$ cat config.mk
export PLATFORM = sky130hd
export DESIGN_NAME = decoder_controller
export DESIGN_NICKNAME = d
export VERILOG_FILES = /design/src/decoder_ctrl_pkg.sv /design/src/command_fifo.sv /design/src/stage_sequencer.sv /design/src/stall_watchdog.sv /design/src/round_statistics.sv /design/src/decoder_controller.sv
export SDC_FILE = /design/constraint.sdc
export NUM_CORES = 1
export LEC_CHECK = 0
export ABC_AREA = 1
export ABC_CLOCK_PERIOD_IN_PS = 9800
export CORE_UTILIZATION = 50
export CTS_CLUSTER_DIAMETER = 60
export DETAILED_ROUTE_END_ITERATION = 8
export DONT_BUFFER_PORTS = 1
export HOLD_SLACK_MARGIN = 0.12
export PLACE_DENSITY_LB_ADDON = 0.25
export SLEW_MARGIN = 20
export SYNTH_ARGS = -nofsm -noshare
export SYNTH_HDL_FRONTEND = slang
export SYNTH_SLANG_ARGS = --single-unit
$ cat constraint.sdc
create_clock -name clk -period 9.8 [get_ports clk]
set_input_delay 1.96 -clock clk [delete_from_list [all_inputs] [get_ports clk]]
set_output_delay 1.96 -clock clk [all_outputs]
set_load 0.05 [all_outputs]
$ cat src/decoder_ctrl_pkg.sv
package decoder_ctrl_pkg;

    // iteration count width, up to 255 iterations
    localparam int iteration_width = 8;

    // decoder stages
    typedef enum logic [2:0] {
        stage_idle    = 3'd0,
        stage_loading = 3'd1,
        stage_spread  = 3'd2,
        stage_sync    = 3'd3,
        stage_grow    = 3'd4,
        stage_result  = 3'd5
    } stage_t;

    // command kinds sent to the processing array
    typedef enum logic [2:0] {
        op_start   = 3'd1,
        op_advance = 3'd2,
        op_finish  = 3'd3,
        op_abort   = 3'd4
    } opcode_t;

    // command message, 11 bits
    typedef struct packed {
        opcode_t                    opcode;
        logic [iteration_width-1:0] iteration;
    } ctrl_msg_t;

    // per-cycle sequencer status, 6 bits
    typedef struct packed {
        stage_t stage;
        logic   iteration_done;
        logic   round_done;
        logic   round_aborted;
    } seq_status_t;

endpackage

$ cat src/command_fifo.sv
`timescale 1ns/10ps

module command_fifo import decoder_ctrl_pkg::*; #(
    parameter int depth = 16
) (
    input  logic      clk,
    input  logic      reset,
    input  logic      push,
    input  ctrl_msg_t push_msg,
    input  logic      pop,
    output logic      full,
    output ctrl_msg_t msg_out,
    output logic      msg_valid
);

    localparam int ptr_width   = (depth > 1) ? $clog2(depth) : 1;
    localparam int count_width = $clog2(depth + 1);

    ctrl_msg_t              mem [depth];
    logic [ptr_width-1:0]   wr_ptr;
    logic [ptr_width-1:0]   rd_ptr;
    logic [count_width-1:0] count;
    logic                   empty;
    logic                   do_push;
    logic                   do_pop;

    assign empty   = (count == '0);
    assign full    = (count == count_width'(depth));
    assign do_push = push && !full;
    // ready on an empty fifo is ignored
    assign do_pop  = pop && !empty;

    // storage
    always_ff @(posedge clk) begin
        if (do_push) begin
            mem[wr_ptr] <= push_msg;
        end
    end

    always_ff @(posedge clk) begin
        if (reset) begin
            wr_ptr <= '0;
            rd_ptr <= '0;
            count  <= '0;
        end else begin
            if (do_push) begin
                wr_ptr <= (wr_ptr == ptr_width'(depth - 1)) ? '0 : wr_ptr + 1'b1;
            end
            if (do_pop) begin
                rd_ptr <= (rd_ptr == ptr_width'(depth - 1)) ? '0 : rd_ptr + 1'b1;
            end
            // simultaneous push and pop leaves the count alone
            if (do_push && !do_pop) begin
                count <= count + 1'b1;
            end else if (do_pop && !do_push) begin
                count <= count - 1'b1;
            end
        end
    end

    // head word falls through, held until popped
    assign msg_out   = mem[rd_ptr];
    assign msg_valid = !empty;

    pop_empty_noop: assert property (@(posedge clk) disable iff (reset)
        (pop && empty && !push) |=> ($stable(rd_ptr) && $stable(count)));

endmodule

$ cat src/stage_sequencer.sv
`timescale 1ns/10ps

module stage_sequencer import decoder_ctrl_pkg::*; #(
    parameter int spread_delay = 2,
    parameter int sync_delay   = 2,
    parameter int grow_delay   = 3
) (
    input  logic                       clk,
    input  logic                       reset,
    input  logic                       new_round_start,
    input  logic                       messages_flying,
    input  logic                       odd_clusters,
    input  logic                       stall_expired,
    input  logic                       fifo_full,
    input  logic [iteration_width-1:0] iteration,
    output seq_status_t                status,
    output logic                       push,
    output ctrl_msg_t                  push_msg
);

    // delay counter sized from the longest settling delay
    localparam int max_delay = (spread_delay > sync_delay) ?
        ((spread_delay > grow_delay) ? spread_delay : grow_delay) :
        ((sync_delay > grow_delay) ? sync_delay : grow_delay);
    localparam int delay_width = $clog2(max_delay + 2);

    stage_t                 stage;
    stage_t                 next_stage;
    logic [delay_width-1:0] delay_cnt;
    logic [delay_width-1:0] stage_delay;
    logic                   delay_done;
    logic                   start_pending;
    logic                   iteration_done;
    logic                   round_aborted;

    // settling delay of the current stage
    always_comb begin
        case (stage)
            stage_spread: stage_delay = delay_width'(spread_delay);
            stage_sync:   stage_delay = delay_width'(sync_delay);
            stage_grow:   stage_delay = delay_width'(grow_delay);
            default:      stage_delay = '0;
        endcase
    end

    assign delay_done = (delay_cnt >= stage_delay);

    // transition decision and the command that announces it
    always_comb begin
        next_stage         = stage;
        push               = 1'b0;
        push_msg.opcode    = op_advance;
        push_msg.iteration = iteration;
        iteration_done     = 1'b0;
        round_aborted      = 1'b0;
        case (stage)
            stage_idle: begin
                // a fresh round always starts at iteration zero
                if ((new_round_start || start_pending) && !fifo_full) begin
                    push               = 1'b1;
                    push_msg.opcode    = op_start;
                    push_msg.iteration = '0;
                    next_stage         = stage_loading;
                end
            end
            stage_loading: begin
                // single cycle, nothing announced
                next_stage = stage_spread;
            end
            stage_spread: begin
                if (delay_done && !fifo_full) begin
                    if (!messages_flying) begin
                        push       = 1'b1;
                        next_stage = stage_sync;
                    end else if (stall_expired) begin
                        push            = 1'b1;
                        push_msg.opcode = op_abort;
                        round_aborted   = 1'b1;
                        next_stage      = stage_idle;
                    end
                end
            end
            stage_sync: begin
                if (delay_done && !fifo_full) begin
                    if (!messages_flying) begin
                        push           = 1'b1;
                        iteration_done = 1'b1;
                        if (odd_clusters) begin
                            next_stage = stage_grow;
                        end else begin
                            push_msg.opcode = op_finish;
                            next_stage      = stage_result;
                        end
                    end else if (stall_expired) begin
                        push            = 1'b1;
                        push_msg.opcode = op_abort;
                        round_aborted   = 1'b1;
                        next_stage      = stage_idle;
                    end
                end
            end
            stage_grow: begin
                if (delay_done && !messages_flying && !fifo_full) begin
                    push       = 1'b1;
                    next_stage = stage_spread;
                end
            end
            stage_result: begin
                next_stage = stage_idle;
            end
            default: begin
                next_stage = stage_idle;
            end
        endcase
    end

    always_ff @(posedge clk) begin
        if (reset) begin
            stage         <= stage_idle;
            delay_cnt     <= '0;
            start_pending <= 1'b0;
        end else begin
            stage <= next_stage;
            // count restarts on entry, saturates at the stage delay
            if (next_stage != stage) begin
                delay_cnt <= '0;
            end else if (!delay_done) begin
                delay_cnt <= delay_cnt + 1'b1;
            end
            // start seen while the fifo is full is kept until it can be sent
            if (stage == stage_idle) begin
                start_pending <= (new_round_start || start_pending) && fifo_full;
            end else begin
                start_pending <= 1'b0;
            end
        end
    end

    assign status.stage          = stage;
    assign status.iteration_done = iteration_done;
    assign status.round_done     = (stage == stage_result);
    assign status.round_aborted  = round_aborted;

    // fifo full must hold every announcing transition
    push_not_full: assert property (@(posedge clk) disable iff (reset)
        push |-> !fifo_full);

    stage_defined: assert property (@(posedge clk) disable iff (reset)
        stage inside {stage_idle, stage_loading, stage_spread,
                      stage_sync, stage_grow, stage_result});

endmodule

$ cat src/stall_watchdog.sv
`timescale 1ns/10ps

module stall_watchdog import decoder_ctrl_pkg::*; #(
    parameter int deadlock_threshold = 40
) (
    input  logic        clk,
    input  logic        reset,
    input  seq_status_t status,
    input  logic        new_round_start,
    output logic        stall_expired,
    output logic        deadlock
);

    // holds up to threshold+1, then saturates
    localparam int count_width = $clog2(deadlock_threshold + 2);

    logic [count_width-1:0] stall_cnt;

    always_ff @(posedge clk) begin
        if (reset) begin
            stall_cnt <= '0;
        end else if (status.stage == stage_spread || status.stage == stage_sync) begin
            // runs on across spread and sync until it saturates
            if (!stall_expired) begin
                stall_cnt <= stall_cnt + 1'b1;
            end
        end else if (status.stage != stage_result) begin
            // loading, grow and idle restart the count
            stall_cnt <= '0;
        end
    end

    assign stall_expired = (stall_cnt > count_width'(deadlock_threshold));

    // latched until the next round starts
    always_ff @(posedge clk) begin
        if (reset) begin
            deadlock <= 1'b0;
        end else if (new_round_start) begin
            deadlock <= 1'b0;
        end else if (status.round_aborted) begin
            deadlock <= 1'b1;
        end
    end

endmodule

$ cat src/round_statistics.sv
`timescale 1ns/10ps

module round_statistics import decoder_ctrl_pkg::*; (
    input  logic                       clk,
    input  logic                       reset,
    input  seq_status_t                status,
    input  logic                       new_round_start,
    output logic [iteration_width-1:0] iteration_counter,
    output logic [31:0]                cycle_counter,
    output logic                       result_valid
);

    // one count per sync exit, cleared in loading
    always_ff @(posedge clk) begin
        if (reset) begin
            iteration_counter <= '0;
        end else if (status.stage == stage_loading) begin
            iteration_counter <= '0;
        end else if (status.iteration_done) begin
            iteration_counter <= iteration_counter + 1'b1;
        end
    end

    // loading counts as cycle one
    // frozen once the sequencer is back in idle
    always_ff @(posedge clk) begin
        if (reset) begin
            cycle_counter <= '0;
        end else if (status.stage == stage_loading) begin
            cycle_counter <= 32'd1;
        end else if (status.stage != stage_idle) begin
            cycle_counter <= cycle_counter + 32'd1;
        end
    end

    // marks a completed round, never an aborted one
    always_ff @(posedge clk) begin
        if (reset) begin
            result_valid <= 1'b0;
        end else if (new_round_start) begin
            result_valid <= 1'b0;
        end else if (status.round_done) begin
            result_valid <= 1'b1;
        end
    end

    done_xor_abort: assert property (@(posedge clk) disable iff (reset)
        !(status.round_done && status.round_aborted));

endmodule

$ cat src/decoder_controller.sv
`timescale 1ns/10ps

module decoder_controller import decoder_ctrl_pkg::*; #(
    parameter int spread_delay       = 2,
    parameter int sync_delay         = 2,
    parameter int grow_delay         = 3,
    parameter int deadlock_threshold = 40,
    parameter int fifo_depth         = 16
) (
    input  logic                       clk,
    input  logic                       reset,
    input  logic                       new_round_start,
    input  logic                       messages_flying,
    input  logic                       odd_clusters,
    input  logic                       msg_ready,
    output ctrl_msg_t                  msg_out,
    output logic                       msg_valid,
    output logic                       result_valid,
    output logic [iteration_width-1:0] iteration_counter,
    output logic [31:0]                cycle_counter,
    output logic                       deadlock
);

    seq_status_t seq_status;
    ctrl_msg_t   push_msg;
    logic        push;
    logic        fifo_full;
    logic        stall_expired;

    // stage fsm, announces each transition
    stage_sequencer #(
        .spread_delay (spread_delay),
        .sync_delay   (sync_delay),
        .grow_delay   (grow_delay)
    ) u_sequencer (
        .clk             (clk),
        .reset           (reset),
        .new_round_start (new_round_start),
        .messages_flying (messages_flying),
        .odd_clusters    (odd_clusters),
        .stall_expired   (stall_expired),
        .fifo_full       (fifo_full),
        .iteration       (iteration_counter),
        .status          (seq_status),
        .push            (push),
        .push_msg        (push_msg)
    );

    stall_watchdog #(
        .deadlock_threshold (deadlock_threshold)
    ) u_watchdog (
        .clk             (clk),
        .reset           (reset),
        .status          (seq_status),
        .new_round_start (new_round_start),
        .stall_expired   (stall_expired),
        .deadlock        (deadlock)
    );

    round_statistics u_statistics (
        .clk               (clk),
        .reset             (reset),
        .status            (seq_status),
        .new_round_start   (new_round_start),
        .iteration_counter (iteration_counter),
        .cycle_counter     (cycle_counter),
        .result_valid      (result_valid)
    );

    // outgoing commands, msg_ready pops
    command_fifo #(
        .depth (fifo_depth)
    ) u_cmd_fifo (
        .clk       (clk),
        .reset     (reset),
        .push      (push),
        .push_msg  (push_msg),
        .pop       (msg_ready),
        .full      (fifo_full),
        .msg_out   (msg_out),
        .msg_valid (msg_valid)
    );

endmodule

* Word-level counts from Yosys, hierarchy flattened
Memory sizes are Yosys's and may differ from the RTL's. A register that Yosys moved wholly into a read port is not among the register bits.
Cells that the tools add are included.
** Cells by class
- Add/sub/neg operators :: 8
- Order comparisons :: 2
- Eq/ne operators :: 11
- Multiplexer cells :: 44
- Bitwise logic cells :: 1
- Reduce and logical (&&, ||, !) cells :: 28
** Operator list (number)
- $mux 3 :: 12
- $add 32x1->32 const B :: 1
- $mux 6 :: 3
- $mux 1 :: 17
- $mux 4 :: 4
- $pmux 3 s5 :: 1
- $mux 10 :: 1
- $mux 5 :: 2
- $reduce_or 2->1 :: 5
- $logic_and 1x1->1 :: 9
- $pmux 3 s3 :: 1
- $add 4x1->4 const B :: 2
- $add 8x1->8 const B :: 1
- $eq 4x4->1 const B :: 2
- $mux 8 :: 1
- $add 6x1->6 const B :: 1
- $eq 3x2->1 const B :: 2
- $eq 3x3->1 const B :: 2
- $gt 6x6->1 const B :: 1
- $reduce_bool 2->1 :: 3
- $add 5x1->5 const B :: 1
- $eq 5x5->1 const B :: 1
- $logic_not 1->1 :: 5
- $logic_not 5->1 :: 1
- other kinds (14) :: 15
** Word-level totals
- Flip-flop bits (word level) :: 68
- RAM bits :: 176
- Word-level logic and storage cells :: 107
- Memories :: 1
** Memories
- u_cmd_fifo.mem :: depth 16, bits a word 11, rd ports 1, clocked after Yosys merged registers in 1, write ports 1, RTL line command_fifo.sv:19 : ctrl_msg_t mem [depth];

* Longest topological paths before layout
Gate-level depths: netlist of the first run.
- Word-level depth :: 13
- Mapped depth :: 22
- Gate-level depth less buffers :: 22

* Modules after synthesis
From an unflattened synthesis of the first run, not the netlist that was laid out.
** Unflattened totals
- Cell total of the unflattened synthesis :: 1293
- Area, all modules :: 11539.8 µm²
** By module, submodules not included
- command_fifo :: instances 1, cells each 802, area each 8276.7 µm²
- round_statistics :: instances 1, cells each 324, area each 2142.1 µm²
- stage_sequencer :: instances 1, cells each 100, area each 659.4 µm²
- stall_watchdog :: instances 1, cells each 67, area each 461.7 µm²

* Worst setup path before layout of the first run
No wires, ideal clock.
- Kind :: input to register
- Start :: input port new_round_start
- End :: register u_cmd_fifo.count[4]
- Setup time :: 119 ps
- Arrival :: 3746 ps
- Data required time :: 9681 ps
- Path slack :: 5934 ps
- Cell stages on the path :: 14
- Cells stage by stage :: o21ai_0 nor2_1 inv_1 nand3_2 ha_1 inv_1 ha_1 a21o_1 a21oi_1 nor2_1 nor2_1 nand2_1 o21ai_0 a21oi_1
** Between the ends
- Longest elaborated chain between the ends :: 8
- Elaborated cells between the ends (all ways) :: 10
- Those cells by class :: mux: 3; reduce/logical: 7
** RTL lines
- start: declaration :: RTL line decoder_controller.sv:12 : input logic new_round_start,
- $logic_or 1x1->1 (*) :: RTL line stage_sequencer.sv:59 : if ((new_round_start || start_pending) && !fifo_full) begin
- $logic_and 1x1->1 (*) :: RTL line stage_sequencer.sv:59
- $mux 1 (*) :: RTL line stage_sequencer.sv:59
- $pmux 1 s3 (*) :: RTL line stage_sequencer.sv:56 : case (stage)
- $logic_and 1x1->1 (*) :: RTL line command_fifo.sv:29 : assign do_push = push && !full;
- named net u_cmd_fifo.do_push :: RTL line command_fifo.sv:24 : logic do_push;
- $logic_not 1->1 :: RTL line command_fifo.sv:55 : end else if (do_pop && !do_push) begin
- $logic_and 1x1->1 :: RTL line command_fifo.sv:55
- $reduce_bool 2->1 (no line)
- end signal: assignment :: RTL line command_fifo.sv:54 : count <= count + 1'b1;
- end signal: assignment :: RTL line command_fifo.sv:56 : count <= count - 1'b1;
- end: declaration :: RTL line command_fifo.sv:22 : logic [count_width-1:0] count;
Mark *: on every way through the listed nets, which the timed path passes. The rest lies on a longest branch.
A chain may end at the register's enable or synchronous reset.

==> results of run 1 <==
[synth_stat cells (all sizes together)]
| library cell | count | share of area [%] |
|---|---|---|
| a211oi | 3 | 0.21 |
| a21o | 2 | 0.14 |
| a21oi | 82 | 3.8 |
| a31o | 1 | 0.082 |
| a31oi | 4 | 0.23 |
| and2 | 1 | 0.058 |
| and3 | 1 | 0.058 |
| buf | 12 | 0.58 |
| clkbuf | 25 | 0.87 |
| clkinv | 1 | 0.035 |
| dfxtp | 72 | 13 |
| edfxtp | 176 | 49 |
| fa | 1 | 0.19 |
| ha | 16 | 1.9 |
| inv | 126 | 4.4 |
| mux2i | 45 | 4.2 |
| nand2 | 117 | 4.1 |
| nand3 | 38 | 2.1 |
| nand3b | 2 | 0.14 |
| nand4 | 11 | 0.70 |
| nor2 | 99 | 3.6 |
| nor3 | 23 | 1.1 |
| nor3b | 4 | 0.28 |
| nor4 | 1 | 0.12 |
| o211ai | 44 | 3.1 |
| o21a | 3 | 0.21 |
| o21ai | 83 | 4.0 |
| or2 | 2 | 0.12 |
| xnor2 | 4 | 0.33 |
| xor2 | 9 | 0.73 |
[flip-flops by register name (all words and copies together) (netlist names), named ones only]
name                            count
u_cmd_fifo.rd_ptr                   4
u_statistics.cycle_counter         32
u_sequencer.start_pending           1
u_watchdog.deadlock                 1
u_cmd_fifo.count                    5
u_watchdog.stall_cnt                6
u_sequencer.delay_cnt               3
u_statistics.iteration_counter      8
u_cmd_fifo.wr_ptr                   4
u_cmd_fifo.mem                    176
u_sequencer.stage                   3
u_statistics.result_valid           1
[worst register-to-register path: stages, from the launching register on]
cell,delay [ns]
sky130_fd_sc_hd__dfxtp_1,0.39
sky130_fd_sc_hd__inv_1,0.10
sky130_fd_sc_hd__nor2_1,0.34
sky130_fd_sc_hd__nor2_1,0.11
sky130_fd_sc_hd__ha_1,0.28
sky130_fd_sc_hd__nand2_1,0.07
sky130_fd_sc_hd__nand2_1,0.18
sky130_fd_sc_hd__nand2_1,0.12
sky130_fd_sc_hd__inv_1,0.12
sky130_fd_sc_hd__nand3_1,0.10
sky130_fd_sc_hd__nand3_2,0.20
sky130_fd_sc_hd__ha_1,0.23
sky130_fd_sc_hd__inv_1,0.11
sky130_fd_sc_hd__fa_1,0.42
sky130_fd_sc_hd__a21o_1,0.20
sky130_fd_sc_hd__a21oi_1,0.18
sky130_fd_sc_hd__nor2_1,0.06
sky130_fd_sc_hd__nor2_1,0.09
sky130_fd_sc_hd__nand2_1,0.07
sky130_fd_sc_hd__o21ai_0,0.15
sky130_fd_sc_hd__a21oi_1,0.05
[power by group]
part,internal (uW),switching (uW)
sequential,1190,64.9
clock,662,397
combinational,171,463
[cell type report]
| cell class | count | area (um^2) |
|---|---|---|
| well taps | 275 | 344 |
| clock inverters | 16 | 234 |
| flip-flops and latches | 248 | 6730 |
| fillers | 1753 | 9080 |
| repair buffers | 11 | 82.6 |
| multi-input cells | 596 | 3380 |
| inverters | 127 | 477 |
| clock buffers | 32 | 694 |
[routing by layer]
| metal | up-vias | wire (um) |
|---|---|---|
| met5 | - | 0 |
| met4 | 0 | 346 |
| met3 | 29 | 1880 |
| met2 | 256 | 10800 |
| met1 | 3385 | 10800 |
| li1 | 3516 | - |
[logic make-up (layout without fill, tap and decap cells)]
| kind of cell | after synthesis | after routing | synth area share (%) |
|---|---|---|---|
| muxes | 45 | 45 | 4.20 |
| and+or+nand+nor | 299 | 299 | 12.4 |
| adders and majority gates | 17 | 17 | 2.05 |
| buffers and inverters | 164 | 186 | 5.90 |
| DFF | 248 | 248 | 62.7 |
| xor gates and xnor gates | 13 | 13 | 1.06 |
| AOI/OAI and AO/OA | 222 | 222 | 11.8 |
[stage by stage]
stage               cells  power, uW  area [um^2]  setup WS, ns  util [%]
floorplan            1008       1760        10700          5.93         -
global placement     1257       1890        11000          5.20      52.4
detailed placement   1257       1900        11000          5.01      52.4
CTS                  1305       2960        11900          4.47      56.8
global route         1305       3070        11900          4.59      56.8
finish               1305       2950        11900          4.76      56.8
[worst max-delay path by stage]
stage	from	to	cells past startpoint
final	register	msg_out[1]	5
after global routing	register	msg_out[8]	5
after CTS	register	msg_out[8]	5
after detailed placement	register	msg_out[8]	5
after global placement	register	msg_out[8]	5
after floorplan	new_round_start	u_cmd_fifo.count[4]$_SDFFE_PP0P_	14
==> results.py, run 1 <==
metrics = {
    "pwr": {
        "vdd.ir_drop.worst_uv": 134,
        "pwr_density_cell_mw_per_mm2": 247,
        "leakagePower_uw": 0.00424,
    },
    "clock_tree": {
        "root_buffer": "sky130_fd_sc_hd__clkbuf_16",
        "cts-buffers-inserted": 26,
        "worst_skew_pair.late_latency_ns": 0.52,
        "clockBufferDepth": 3,
        "post_cts.repair.setup_buffers": 0,
        "cts_num_sinks": 248,
        "h-tree-depth": 1,
        "number_of_gates_resized_after_cts": 0,
        "cts.hold.buffers_added": 0,
        "tritoncts_clock_tree": "built",
        "clk_pin_slew_worst_paths_ns": 0.06,
    },
    "synth": {
        "mappedNetlistArea_mm2": 0.0107,
        "ys.warnings.count": 0,
        "netlist-cell-type-count": 40,
        "synthesis.nets": 1031,
        "postSynthCellCount": 1008,
        "syn_avg_cell_area_um2": 10.6,
        "ys_seq_area_share_pct": 62.7,
        "ys_seq_elements": 248,
    },
    "setup_path": {
        "regToRegStartpoint": "u_sequencer.stage[1]$_SDFF_PP0_",
        "critical_path.endpoint_type": "output port",
        "worst-setup-path-type": "register to output port",
        "cp_data_required_time_ns": 7.84,
        "critPathLaunchType": "register",
        "worst-path-buf-inv": 1,
        "regToRegSetupSlack_ns": 6.11,
        "crit_family": "flip-flops",
        "cp.arrival_ns": 3.08,
        "cp_cell_sequence": "buf_4 > mux2i_1 > o211ai_1 > nand3_1 > nand2_1",
        "r2r_cells": 20,
        "worst_path_largest_cell_delay_ns": 0.89,
        "timing.critical_path.fanout_max": 75,
        "reg2reg_to": "u_cmd_fifo.count[4]$_SDFFE_PP0P_",
        "critPathSlowestCell": "sky130_fd_sc_hd__dfxtp_4",
    },
    "timing": {
        "report.final.hold_viol_count": 0,
        "period_share_pct": 51.5,
        "number_of_pins_exceeding_their_max_slew_limit_in_the_final_report": 0,
        "clock_skew_ns": 0.0166,
        "worst_slew_pin_slew_ns": 1.01,
        "setup_repair_after_global_routing_missed_its_margin": "no",
        "setup_violations": 0,
        "final.setup.tns_ns": 0,
        "hold_ws_ns": 0.488,
        "fmax_ghz": 0.198,
        "min_period_ns": 5.04,
        "worst_slew_margin_relative_to_its_limit_pct": 32.4,
    },
    "global_route": {
        "grt_start_max_net_pins": 76,
        "global_route.usage.met2_pct": 34.2,
        "grt_antenna_before_repair": 0,
        "groute.layer.met1.usage_pct": 31.0,
        "global_route.usage.met3_pct": 4.08,
        "grt.busiest_layer": "met2",
        "vias_in_the_first_global_route": 6584,
        "grt_remaining_overflow": 0,
        "grt_util_all_layers_pct": 21.6,
        "grt_first_pass_wirelength_um": 36600,
    },
    "drt": {
        "ant_nets": 0,
        "drt-wirelength-per-cell_um": 18.2,
        "first_pass_iters": 5,
        "drt-vias-per-instance": 5.51,
        "routed-via-count": 7186,
        "drtIter0Drc": 679,
        "aggregate_routed_wire_length_um": 23800,
        "drcViolationCount": 0,
    },
    "cells_and_area": {
        "final_net_count": 1033,
        "final_cell_mix": "sky130_fd_sc_hd__edfxtp_1 (176), sky130_fd_sc_hd__inv_1 (126), sky130_fd_sc_hd__nand2_1 (115)",
        "layout_cells_sized_above_1_pct": 7.38,
        "layout.cells.most_common": "sky130_fd_sc_hd__edfxtp_1",
        "layout-area-overhead-vs-synth_pct": 11.3,
        "n_antenna_cell": 0,
    },
    "floorplanning": {
        "die_height_um": 149,
        "row_count": 53,
        "floorplan.core_area_mm2": 0.0210,
        "initial_core_util_pct": 51.1,
        "floorplan.die.width_um": 149,
        "io_pins": 60,
        "dieArea_mm2": 0.0221,
    },
    "status": {
        "result_of_the_run": "completed",
    },
    "placement": {
        "place.port_buffers": 0,
        "gp_congestion": 0.864,
        "dp.final_hpwl_um": 15900,
    },
    "run": {
        "max_cap_violations": 0,
    },
    "hold_path": {
        "worst_hold_startpoint": "u_watchdog.stall_cnt[4]$_SDFFE_PP0P_",
        "worst_hold_path_type": "register to register",
        "hold_depth": 2,
        "hold-path-endpoint": "u_watchdog.stall_cnt[5]$_SDFFE_PP0P_",
    },
}
Note: power is estimated with default switching activity, not from simulation.
==> inputs of run 2 (changes only) <==
--- a/config.mk
+++ b/config.mk
@@ -6,7 +6,7 @@
 export NUM_CORES = 1
 export LEC_CHECK = 0
 export ABC_AREA = 1
-export ABC_CLOCK_PERIOD_IN_PS = 9800
+export ABC_CLOCK_PERIOD_IN_PS = 4800
 export CORE_UTILIZATION = 50
 export CTS_CLUSTER_DIAMETER = 60
 export DETAILED_ROUTE_END_ITERATION = 8
==> constraint.sdc (replaced) <==
create_clock -name clk -period 4.8 [get_ports clk]
set_input_delay 0.96 -clock clk [delete_from_list [all_inputs] [get_ports clk]]
set_output_delay 0.96 -clock clk [all_outputs]
set_load 0.05 [all_outputs]
==> results.py, run 2 (synthesis gave the netlist of run 1 again) <==
metrics = {
    "clock_tree": {
        "number_of_gates_resized_after_cts": 0,
        "cts-buffers-inserted": 26,
        "h-tree-depth": 1,
        "post_cts.repair.setup_buffers": 0,
        "tritoncts_clock_tree": "built",
        "worst_skew_pair.late_latency_ns": 0.53,
        "cts_num_sinks": 248,
        "clockBufferDepth": 3,
        "root_buffer": "sky130_fd_sc_hd__clkbuf_16",
        "clk_pin_slew_worst_paths_ns": 0.06,
        "cts.hold.buffers_added": 0,
    },
    "timing": {
        "clock_skew_ns": 0.00962,
        "final.setup.tns_ns": 0,
        "fmax_ghz": 0.270,
        "setup_violations": 0,
        "min_period_ns": 3.71,
        "number_of_pins_exceeding_their_max_slew_limit_in_the_final_report": 0,
        "period_share_pct": 77.2,
        "worst_slew_margin_relative_to_its_limit_pct": 35.0,
        "setup_repair_after_global_routing_missed_its_margin": "no",
        "report.final.hold_viol_count": 0,
        "worst_slew_pin_slew_ns": 0.971,
    },
    "placement": {
        "gp_congestion": 0.827,
        "placedCellCount": 1253,
        "place.port_buffers": 0,
        "dp.final_hpwl_um": 14800,
    },
    "cells_and_area": {
        "final_net_count": 1029,
        "layout-area-overhead-vs-synth_pct": 11.3,
        "registers.top_by_ff_count": "u_cmd_fifo.mem",
        "final_cell_mix": "sky130_fd_sc_hd__edfxtp_1 (176), sky130_fd_sc_hd__inv_1 (126), sky130_fd_sc_hd__nand2_1 (115)",
        "layout_cells_sized_above_1_pct": 6.63,
        "reg.largest.list": "u_cmd_fifo.mem (176), u_statistics.cycle_counter (32), u_statistics.iteration_counter (8)",
        "largest_register_ffs": 176,
        "layout.cells.most_common": "sky130_fd_sc_hd__edfxtp_1",
        "layout.cells.non_filler": 1302,
        "final_core_util_pct": 56.8,
    },
    "setup_path": {
        "cp_data_required_time_ns": 3.84,
        "critPathLaunchType": "register",
        "timing.critical_path.fanout_max": 67,
        "reg2reg_to": "u_cmd_fifo.count[4]$_SDFFE_PP0P_",
        "r2r_cells": 20,
        "regToRegSetupSlack_ns": 1.18,
        "worst-setup-path-type": "register to output port",
        "cp.arrival_ns": 2.75,
        "regToRegStartpoint": "u_sequencer.stage[1]$_SDFF_PP0_",
        "critical_path.endpoint_type": "output port",
    },
    "global_route": {
        "grt_remaining_overflow": 0,
        "grt_util_all_layers_pct": 21.3,
        "grt_antenna_before_repair": 1,
        "grt_start_max_net_pins": 68,
        "vias_in_the_first_global_route": 6731,
        "grt_first_pass_wirelength_um": 36200,
    },
    "hold_path": {
        "hold-path-endpoint": "u_sequencer.stage[0]$_SDFF_PP0_",
        "hold_depth": 1,
        "worst_hold_startpoint": "reset",
        "worst_hold_path_type": "primary input to register",
    },
    "pwr": {
        "pwr_density_cell_mw_per_mm2": 504,
        "comb_power_share_pct": 21.3,
        "leakagePower_uw": 0.00423,
        "vdd.ir_drop.worst_uv": 298,
        "power.share.clock_pct": 36.2,
        "netSwitchingFraction_pct": 31.0,
        "power_frac_seq_pct": 42.4,
        "p_switching_uw": 1870,
        "power_internal_uw": 4150,
    },
    "drt": {
        "drt-wirelength-per-cell_um": 17.7,
        "first_pass_iters": 5,
        "drtIter0Drc": 485,
        "ant_nets": 0,
        "aggregate_routed_wire_length_um": 23100,
        "drt-vias-per-instance": 5.47,
        "routed-via-count": 7118,
        "drcViolationCount": 0,
    },
    "status": {
        "result_of_the_run": "completed",
    },
    "floorplanning": {
        "die_height_um": 149,
        "initial_core_util_pct": 51.1,
        "row_count": 53,
        "dieArea_mm2": 0.0221,
        "io_pins": 60,
        "floorplan.die.width_um": 149,
        "floorplan.core_area_mm2": 0.0210,
    },
    "run": {
        "max_cap_violations": 0,
    },
}
run 2: worst max-delay path, stage by stage (launching register included):
cell and delay (ns):
sky130_fd_sc_hd__dfxtp_4 0.85, sky130_fd_sc_hd__buf_12 0.37, sky130_fd_sc_hd__mux2i_1 0.27, sky130_fd_sc_hd__o21ai_0 0.13
sky130_fd_sc_hd__o211ai_1 0.18, sky130_fd_sc_hd__nand2_1 0.36
run 2: metal layers:
| layer | up-vias | routed length (um) | share of wire (%) | track usage (%) |
|---|---|---|---|---|
| met5 | - | 0 | 0 | 0 |
| met2 | 182 | 11300 | 49 | 37.3 |
| met4 | 0 | 574 | 2.5 | 5.82 |
| li1 | 3516 | - | - | - |
| met1 | 3378 | 9840 | 43 | 27.0 |
| met3 | 42 | 1360 | 5.9 | 3.87 |
run 2: layout make-up:
class | instances | area, um^2
fill | 1745 | 9080
sequential | 248 | 6730
multi-input combinational | 596 | 3370
clock buffer | 32 | 746
inverter | 127 | 477
tap | 275 | 344
clock inverter | 16 | 204
timing repair buffer | 7 | 65.1
antenna | 1 | 2.50
run 2: worst max path at each step:
stage | cells after the start | slack (ns) | to
after floorplan | 20 | 1.65 | u_cmd_fifo.count[4]$_SDFFE_PP0P_
after global placement | 20 | 1.33 | u_cmd_fifo.count[4]$_SDFFE_PP0P_
after detailed placement | 20 | 1.25 | u_cmd_fifo.count[4]$_SDFFE_PP0P_
after CTS | 5 | 1.05 | msg_out[6]
after global routing | 20 | 0.80 | u_cmd_fifo.count[4]$_SDFFE_PP0P_
final | 5 | 1.09 | msg_out[6]
run 2: per-stage QoR:
stage	area, um^2	total power [uW]	hold slack, ns	setup slack [ns]
6_report	11900	6020	0.498	1.09
4_1_cts	11900	6060	0.483	1.05
5_1_grt	11900	6280	0.490	0.800
3_5_place_dp	11000	3880	0.491	1.25
3_3_place_gp	11000	3870	0.487	1.33
2_1_floorplan	10700	3590	0.459	1.65
run 2: power groups by stage:
| stage | registers (uW) | logic, uW | clock network (uW) |
|---|---|---|---|
| CTS | 2550 | 1290 | 2210 |
| floorplan | 2530 | 1060 | 0 |
| detailed placement | 2600 | 1280 | 0 |
| finish | 2550 | 1280 | 2180 |
| global placement | 2600 | 1270 | 0 |
| global route | 2570 | 1410 | 2300 |
==> inputs of run 3 (changes only) <==
--- a/config.mk
+++ b/config.mk
@@ -5,8 +5,8 @@
 export SDC_FILE = /design/constraint.sdc
 export NUM_CORES = 1
 export LEC_CHECK = 0
-export ABC_AREA = 1
-export ABC_CLOCK_PERIOD_IN_PS = 4800
+export ABC_AREA = 0
+export ABC_CLOCK_PERIOD_IN_PS = 3800
 export CORE_UTILIZATION = 50
 export CTS_CLUSTER_DIAMETER = 60
 export DETAILED_ROUTE_END_ITERATION = 8
==> constraint.sdc (replaced) <==
create_clock -name clk -period 3.8 [get_ports clk]
set_input_delay 0.76 -clock clk [delete_from_list [all_inputs] [get_ports clk]]
set_output_delay 0.76 -clock clk [all_outputs]
set_load 0.05 [all_outputs]
==> results.py, run 3 <==
metrics = {
    "global_route": {
        "vias_in_the_first_global_route": 5890,
        "grt_remaining_overflow": 0,
        "grt_antenna_before_repair": 0,
        "grt_util_all_layers_pct": 20.2,
        "grt_start_max_net_pins": 39,
        "grt_first_pass_wirelength_um": 32800,
    },
    "clock_tree": {
        "cts.hold.buffers_added": 0,
        "cts-buffers-inserted": 27,
        "post_cts.repair.setup_buffers": 0,
        "number_of_gates_resized_after_cts": 0,
        "cts_num_sinks": 248,
        "clockBufferDepth": 3,
        "clk_pin_slew_worst_paths_ns": 0.06,
        "tritoncts_clock_tree": "built",
        "worst_skew_pair.late_latency_ns": 0.53,
        "root_buffer": "sky130_fd_sc_hd__clkbuf_16",
        "h-tree-depth": 1,
    },
    "setup_path": {
        "critical_path.endpoint_type": "register",
        "cp.arrival_ns": 3.93,
        "r2r_cells": 15,
        "cp_data_required_time_ns": 4.25,
        "worst-setup-path-type": "register to register",
        "timing.critical_path.fanout_max": 6,
        "critPathLaunchType": "register",
    },
    "timing": {
        "worst_slew_pin_slew_ns": 0.912,
        "min_period_ns": 3.48,
        "clock_skew_ns": 0.0133,
        "fmax_ghz": 0.287,
        "worst_slew_margin_relative_to_its_limit_pct": 39.1,
        "final.setup.tns_ns": 0,
        "number_of_pins_exceeding_their_max_slew_limit_in_the_final_report": 0,
        "report.final.hold_viol_count": 0,
        "setup_violations": 0,
        "setup_repair_after_global_routing_missed_its_margin": "no",
        "period_share_pct": 91.7,
    },
    "cells_and_area": {
        "final_core_util_pct": 57.3,
        "area_of_the_multi_input_gates_mm2": 0.00340,
        "final.fill_count": 1601,
        "final_net_count": 726,
        "reg.largest.list": "u_cmd_fifo.mem (176), u_statistics.cycle_counter (32), u_statistics.iteration_counter (8)",
        "layout.cells.non_filler": 993,
        "n_antenna_cell": 0,
        "layout_cells_sized_above_1_pct": 18.3,
        "layout-area-overhead-vs-synth_pct": 12.5,
        "registers.top_by_ff_count": "u_cmd_fifo.mem",
        "layout.cells.most_common": "sky130_fd_sc_hd__edfxtp_1",
        "final_cell_mix": "sky130_fd_sc_hd__edfxtp_1 (176), sky130_fd_sc_hd__dfxtp_1 (70), sky130_fd_sc_hd__nor2_1 (69)",
        "largest_register_ffs": 176,
        "layout.area.seq_mm2": 0.00673,
    },
    "synth": {
        "synth_largest_area_cell": "sky130_fd_sc_hd__edfxtp_1",
        "netlist-cell-type-count": 55,
        "synthesis.nets": 707,
        "synthMostInstantiatedCell": "sky130_fd_sc_hd__edfxtp_1",
        "ys_seq_area_share_pct": 65.3,
        "postSynth.asyncResetShare_pct": 0,
        "ys.warnings.count": 0,
        "synthTopCellsByArea": "sky130_fd_sc_hd__edfxtp_1 (51%), sky130_fd_sc_hd__dfxtp_1 (14%), sky130_fd_sc_hd__mux4_2 (12%)",
        "synth_top_area_share_pct": 51.3,
        "mappedNetlistArea_mm2": 0.0103,
        "synth_commonest_cells": "sky130_fd_sc_hd__edfxtp_1 (176), sky130_fd_sc_hd__dfxtp_1 (72), sky130_fd_sc_hd__nor2_1 (69), sky130_fd_sc_hd__mux4_2 (55), sky130_fd_sc_hd__xnor2_1 (29)",
        "synth_enable_flop_cells": 176,
        "postSynthCellCount": 684,
        "syn_avg_cell_area_um2": 15.1,
        "yosys_most_used_dff": "sky130_fd_sc_hd__edfxtp_1",
        "ys_seq_elements": 248,
    },
    "hold_path": {
        "hold_depth": 1,
        "worst_hold_path_type": "primary input to register",
    },
    "run": {
        "max_cap_violations": 0,
    },
    "placement": {
        "gp_congestion": 0.830,
        "dp.final_hpwl_um": 13400,
        "placedCellCount": 944,
        "place.port_buffers": 0,
    },
    "pwr": {
        "p_switching_uw": 2070,
        "total_power_uw": 7350,
        "netSwitchingFraction_pct": 28.2,
        "leakagePower_uw": 0.00371,
        "pwr_density_cell_mw_per_mm2": 634,
        "power.share.clock_pct": 35.4,
        "power_internal_uw": 5280,
        "comb_power_share_pct": 21.3,
        "vdd.ir_drop.worst_uv": 541,
        "power_frac_seq_pct": 43.3,
    },
    "drt": {
        "first_pass_iters": 5,
        "routed-via-count": 5820,
        "drcViolationCount": 0,
        "drt-vias-per-instance": 5.86,
        "ant_nets": 0,
        "drt-wirelength-per-cell_um": 21.4,
        "drtIter0Drc": 399,
        "aggregate_routed_wire_length_um": 21200,
    },
    "floorplanning": {
        "floorplan.die.width_um": 146,
        "initial_core_util_pct": 50.9,
        "io_pins": 60,
        "dieArea_mm2": 0.0212,
        "row_count": 52,
        "floorplan.core_area_mm2": 0.0202,
        "die_height_um": 146,
    },
    "status": {
        "result_of_the_run": "completed",
    },
}
run 3: final timing paths:
check                                        from                              endpoint  slack, ns
max reg2reg       u_sequencer.stage[2]$_SDFF_PP0_      u_cmd_fifo.count[4]$_SDFFE_PP0P_       0.32
min reg2reg  u_watchdog.stall_cnt[5]$_SDFFE_PP0P_  u_watchdog.stall_cnt[5]$_SDFFE_PP0P_       0.48
max               u_sequencer.stage[2]$_SDFF_PP0_      u_cmd_fifo.count[4]$_SDFFE_PP0P_       0.32
min                                         reset     u_cmd_fifo.wr_ptr[2]$_SDFFE_PP0P_       0.30
run 3: layout make-up:
class / count / area share (%)
clock buffers: 34 / 6.14
clock inverters: 15 / 1.54
inverters: 16 / 0.518
multi-input cells: 392 / 29.4
flip-flops and latches: 248 / 58.0
well taps: 270 / 2.91
repair buffers: 18 / 1.49
run 3: kinds of logic (layout without fill, tap and decap cells):
group | after synthesis | count (layout) | share of synthesized area, %
XOR/XNOR | 44 | 44 | 3.74
buffers and inverters | 44 | 83 | 1.74
AO/OA/AOI/OAI | 57 | 57 | 3.65
flip-flops | 248 | 248 | 65.3
adder cells (fa/ha/maj) | 17 | 17 | 2.14
AND/OR/NAND/NOR | 215 | 215 | 11.0
multiplexers | 59 | 59 | 12.4
run 3: power groups by stage:
stage                     Sequential [uW]  Clock, uW  Combinational (uW)
after global placement               3230          0                1520
final                                3180       2600                1560
after floorplan                      3190          0                1260
after global routing                 3200       2770                1690
after CTS                            3180       2650                1580
after detailed placement             3240          0                1570
run 3: metrics by stage:
| step | hold WS, ns | area [um^2] | setup WS, ns |
|---|---|---|---|
| after CTS | 0.280 | 11600 | 0.351 |
| after detailed placement | 0.467 | 10700 | 0.350 |
| after floorplan | 0.446 | 10300 | 0.293 |
| after global routing | 0.280 | 11600 | 0.0305 |
| after global placement | 0.457 | 10700 | 0.537 |
| final | 0.303 | 11600 | 0.316 |
run 3: layer usage:
layer | track usage (%) | part of all wire [%]
met1 | 25.6 | 41
met5 | 0 | 0
met2 | 34.9 | 51
met4 | 5.32 | 1.6
met3 | 4.67 | 6.2
run 3: worst max-delay path: stages (launching register included):
cell                       delay, ns
sky130_fd_sc_hd__dfxtp_1        0.33
sky130_fd_sc_hd__inv_1          0.08
sky130_fd_sc_hd__nor3_1         0.27
sky130_fd_sc_hd__ha_1           0.29
sky130_fd_sc_hd__nand2b_1       0.16
sky130_fd_sc_hd__a211o_1        0.38
sky130_fd_sc_hd__o221ai_2       0.23
sky130_fd_sc_hd__inv_2          0.10
sky130_fd_sc_hd__ha_1           0.22
sky130_fd_sc_hd__inv_1          0.15
sky130_fd_sc_hd__ha_1           0.29
sky130_fd_sc_hd__a21o_1         0.18
sky130_fd_sc_hd__a21oi_1        0.19
sky130_fd_sc_hd__xnor2_1        0.10
sky130_fd_sc_hd__or3_1          0.30
sky130_fd_sc_hd__a21oi_1        0.15
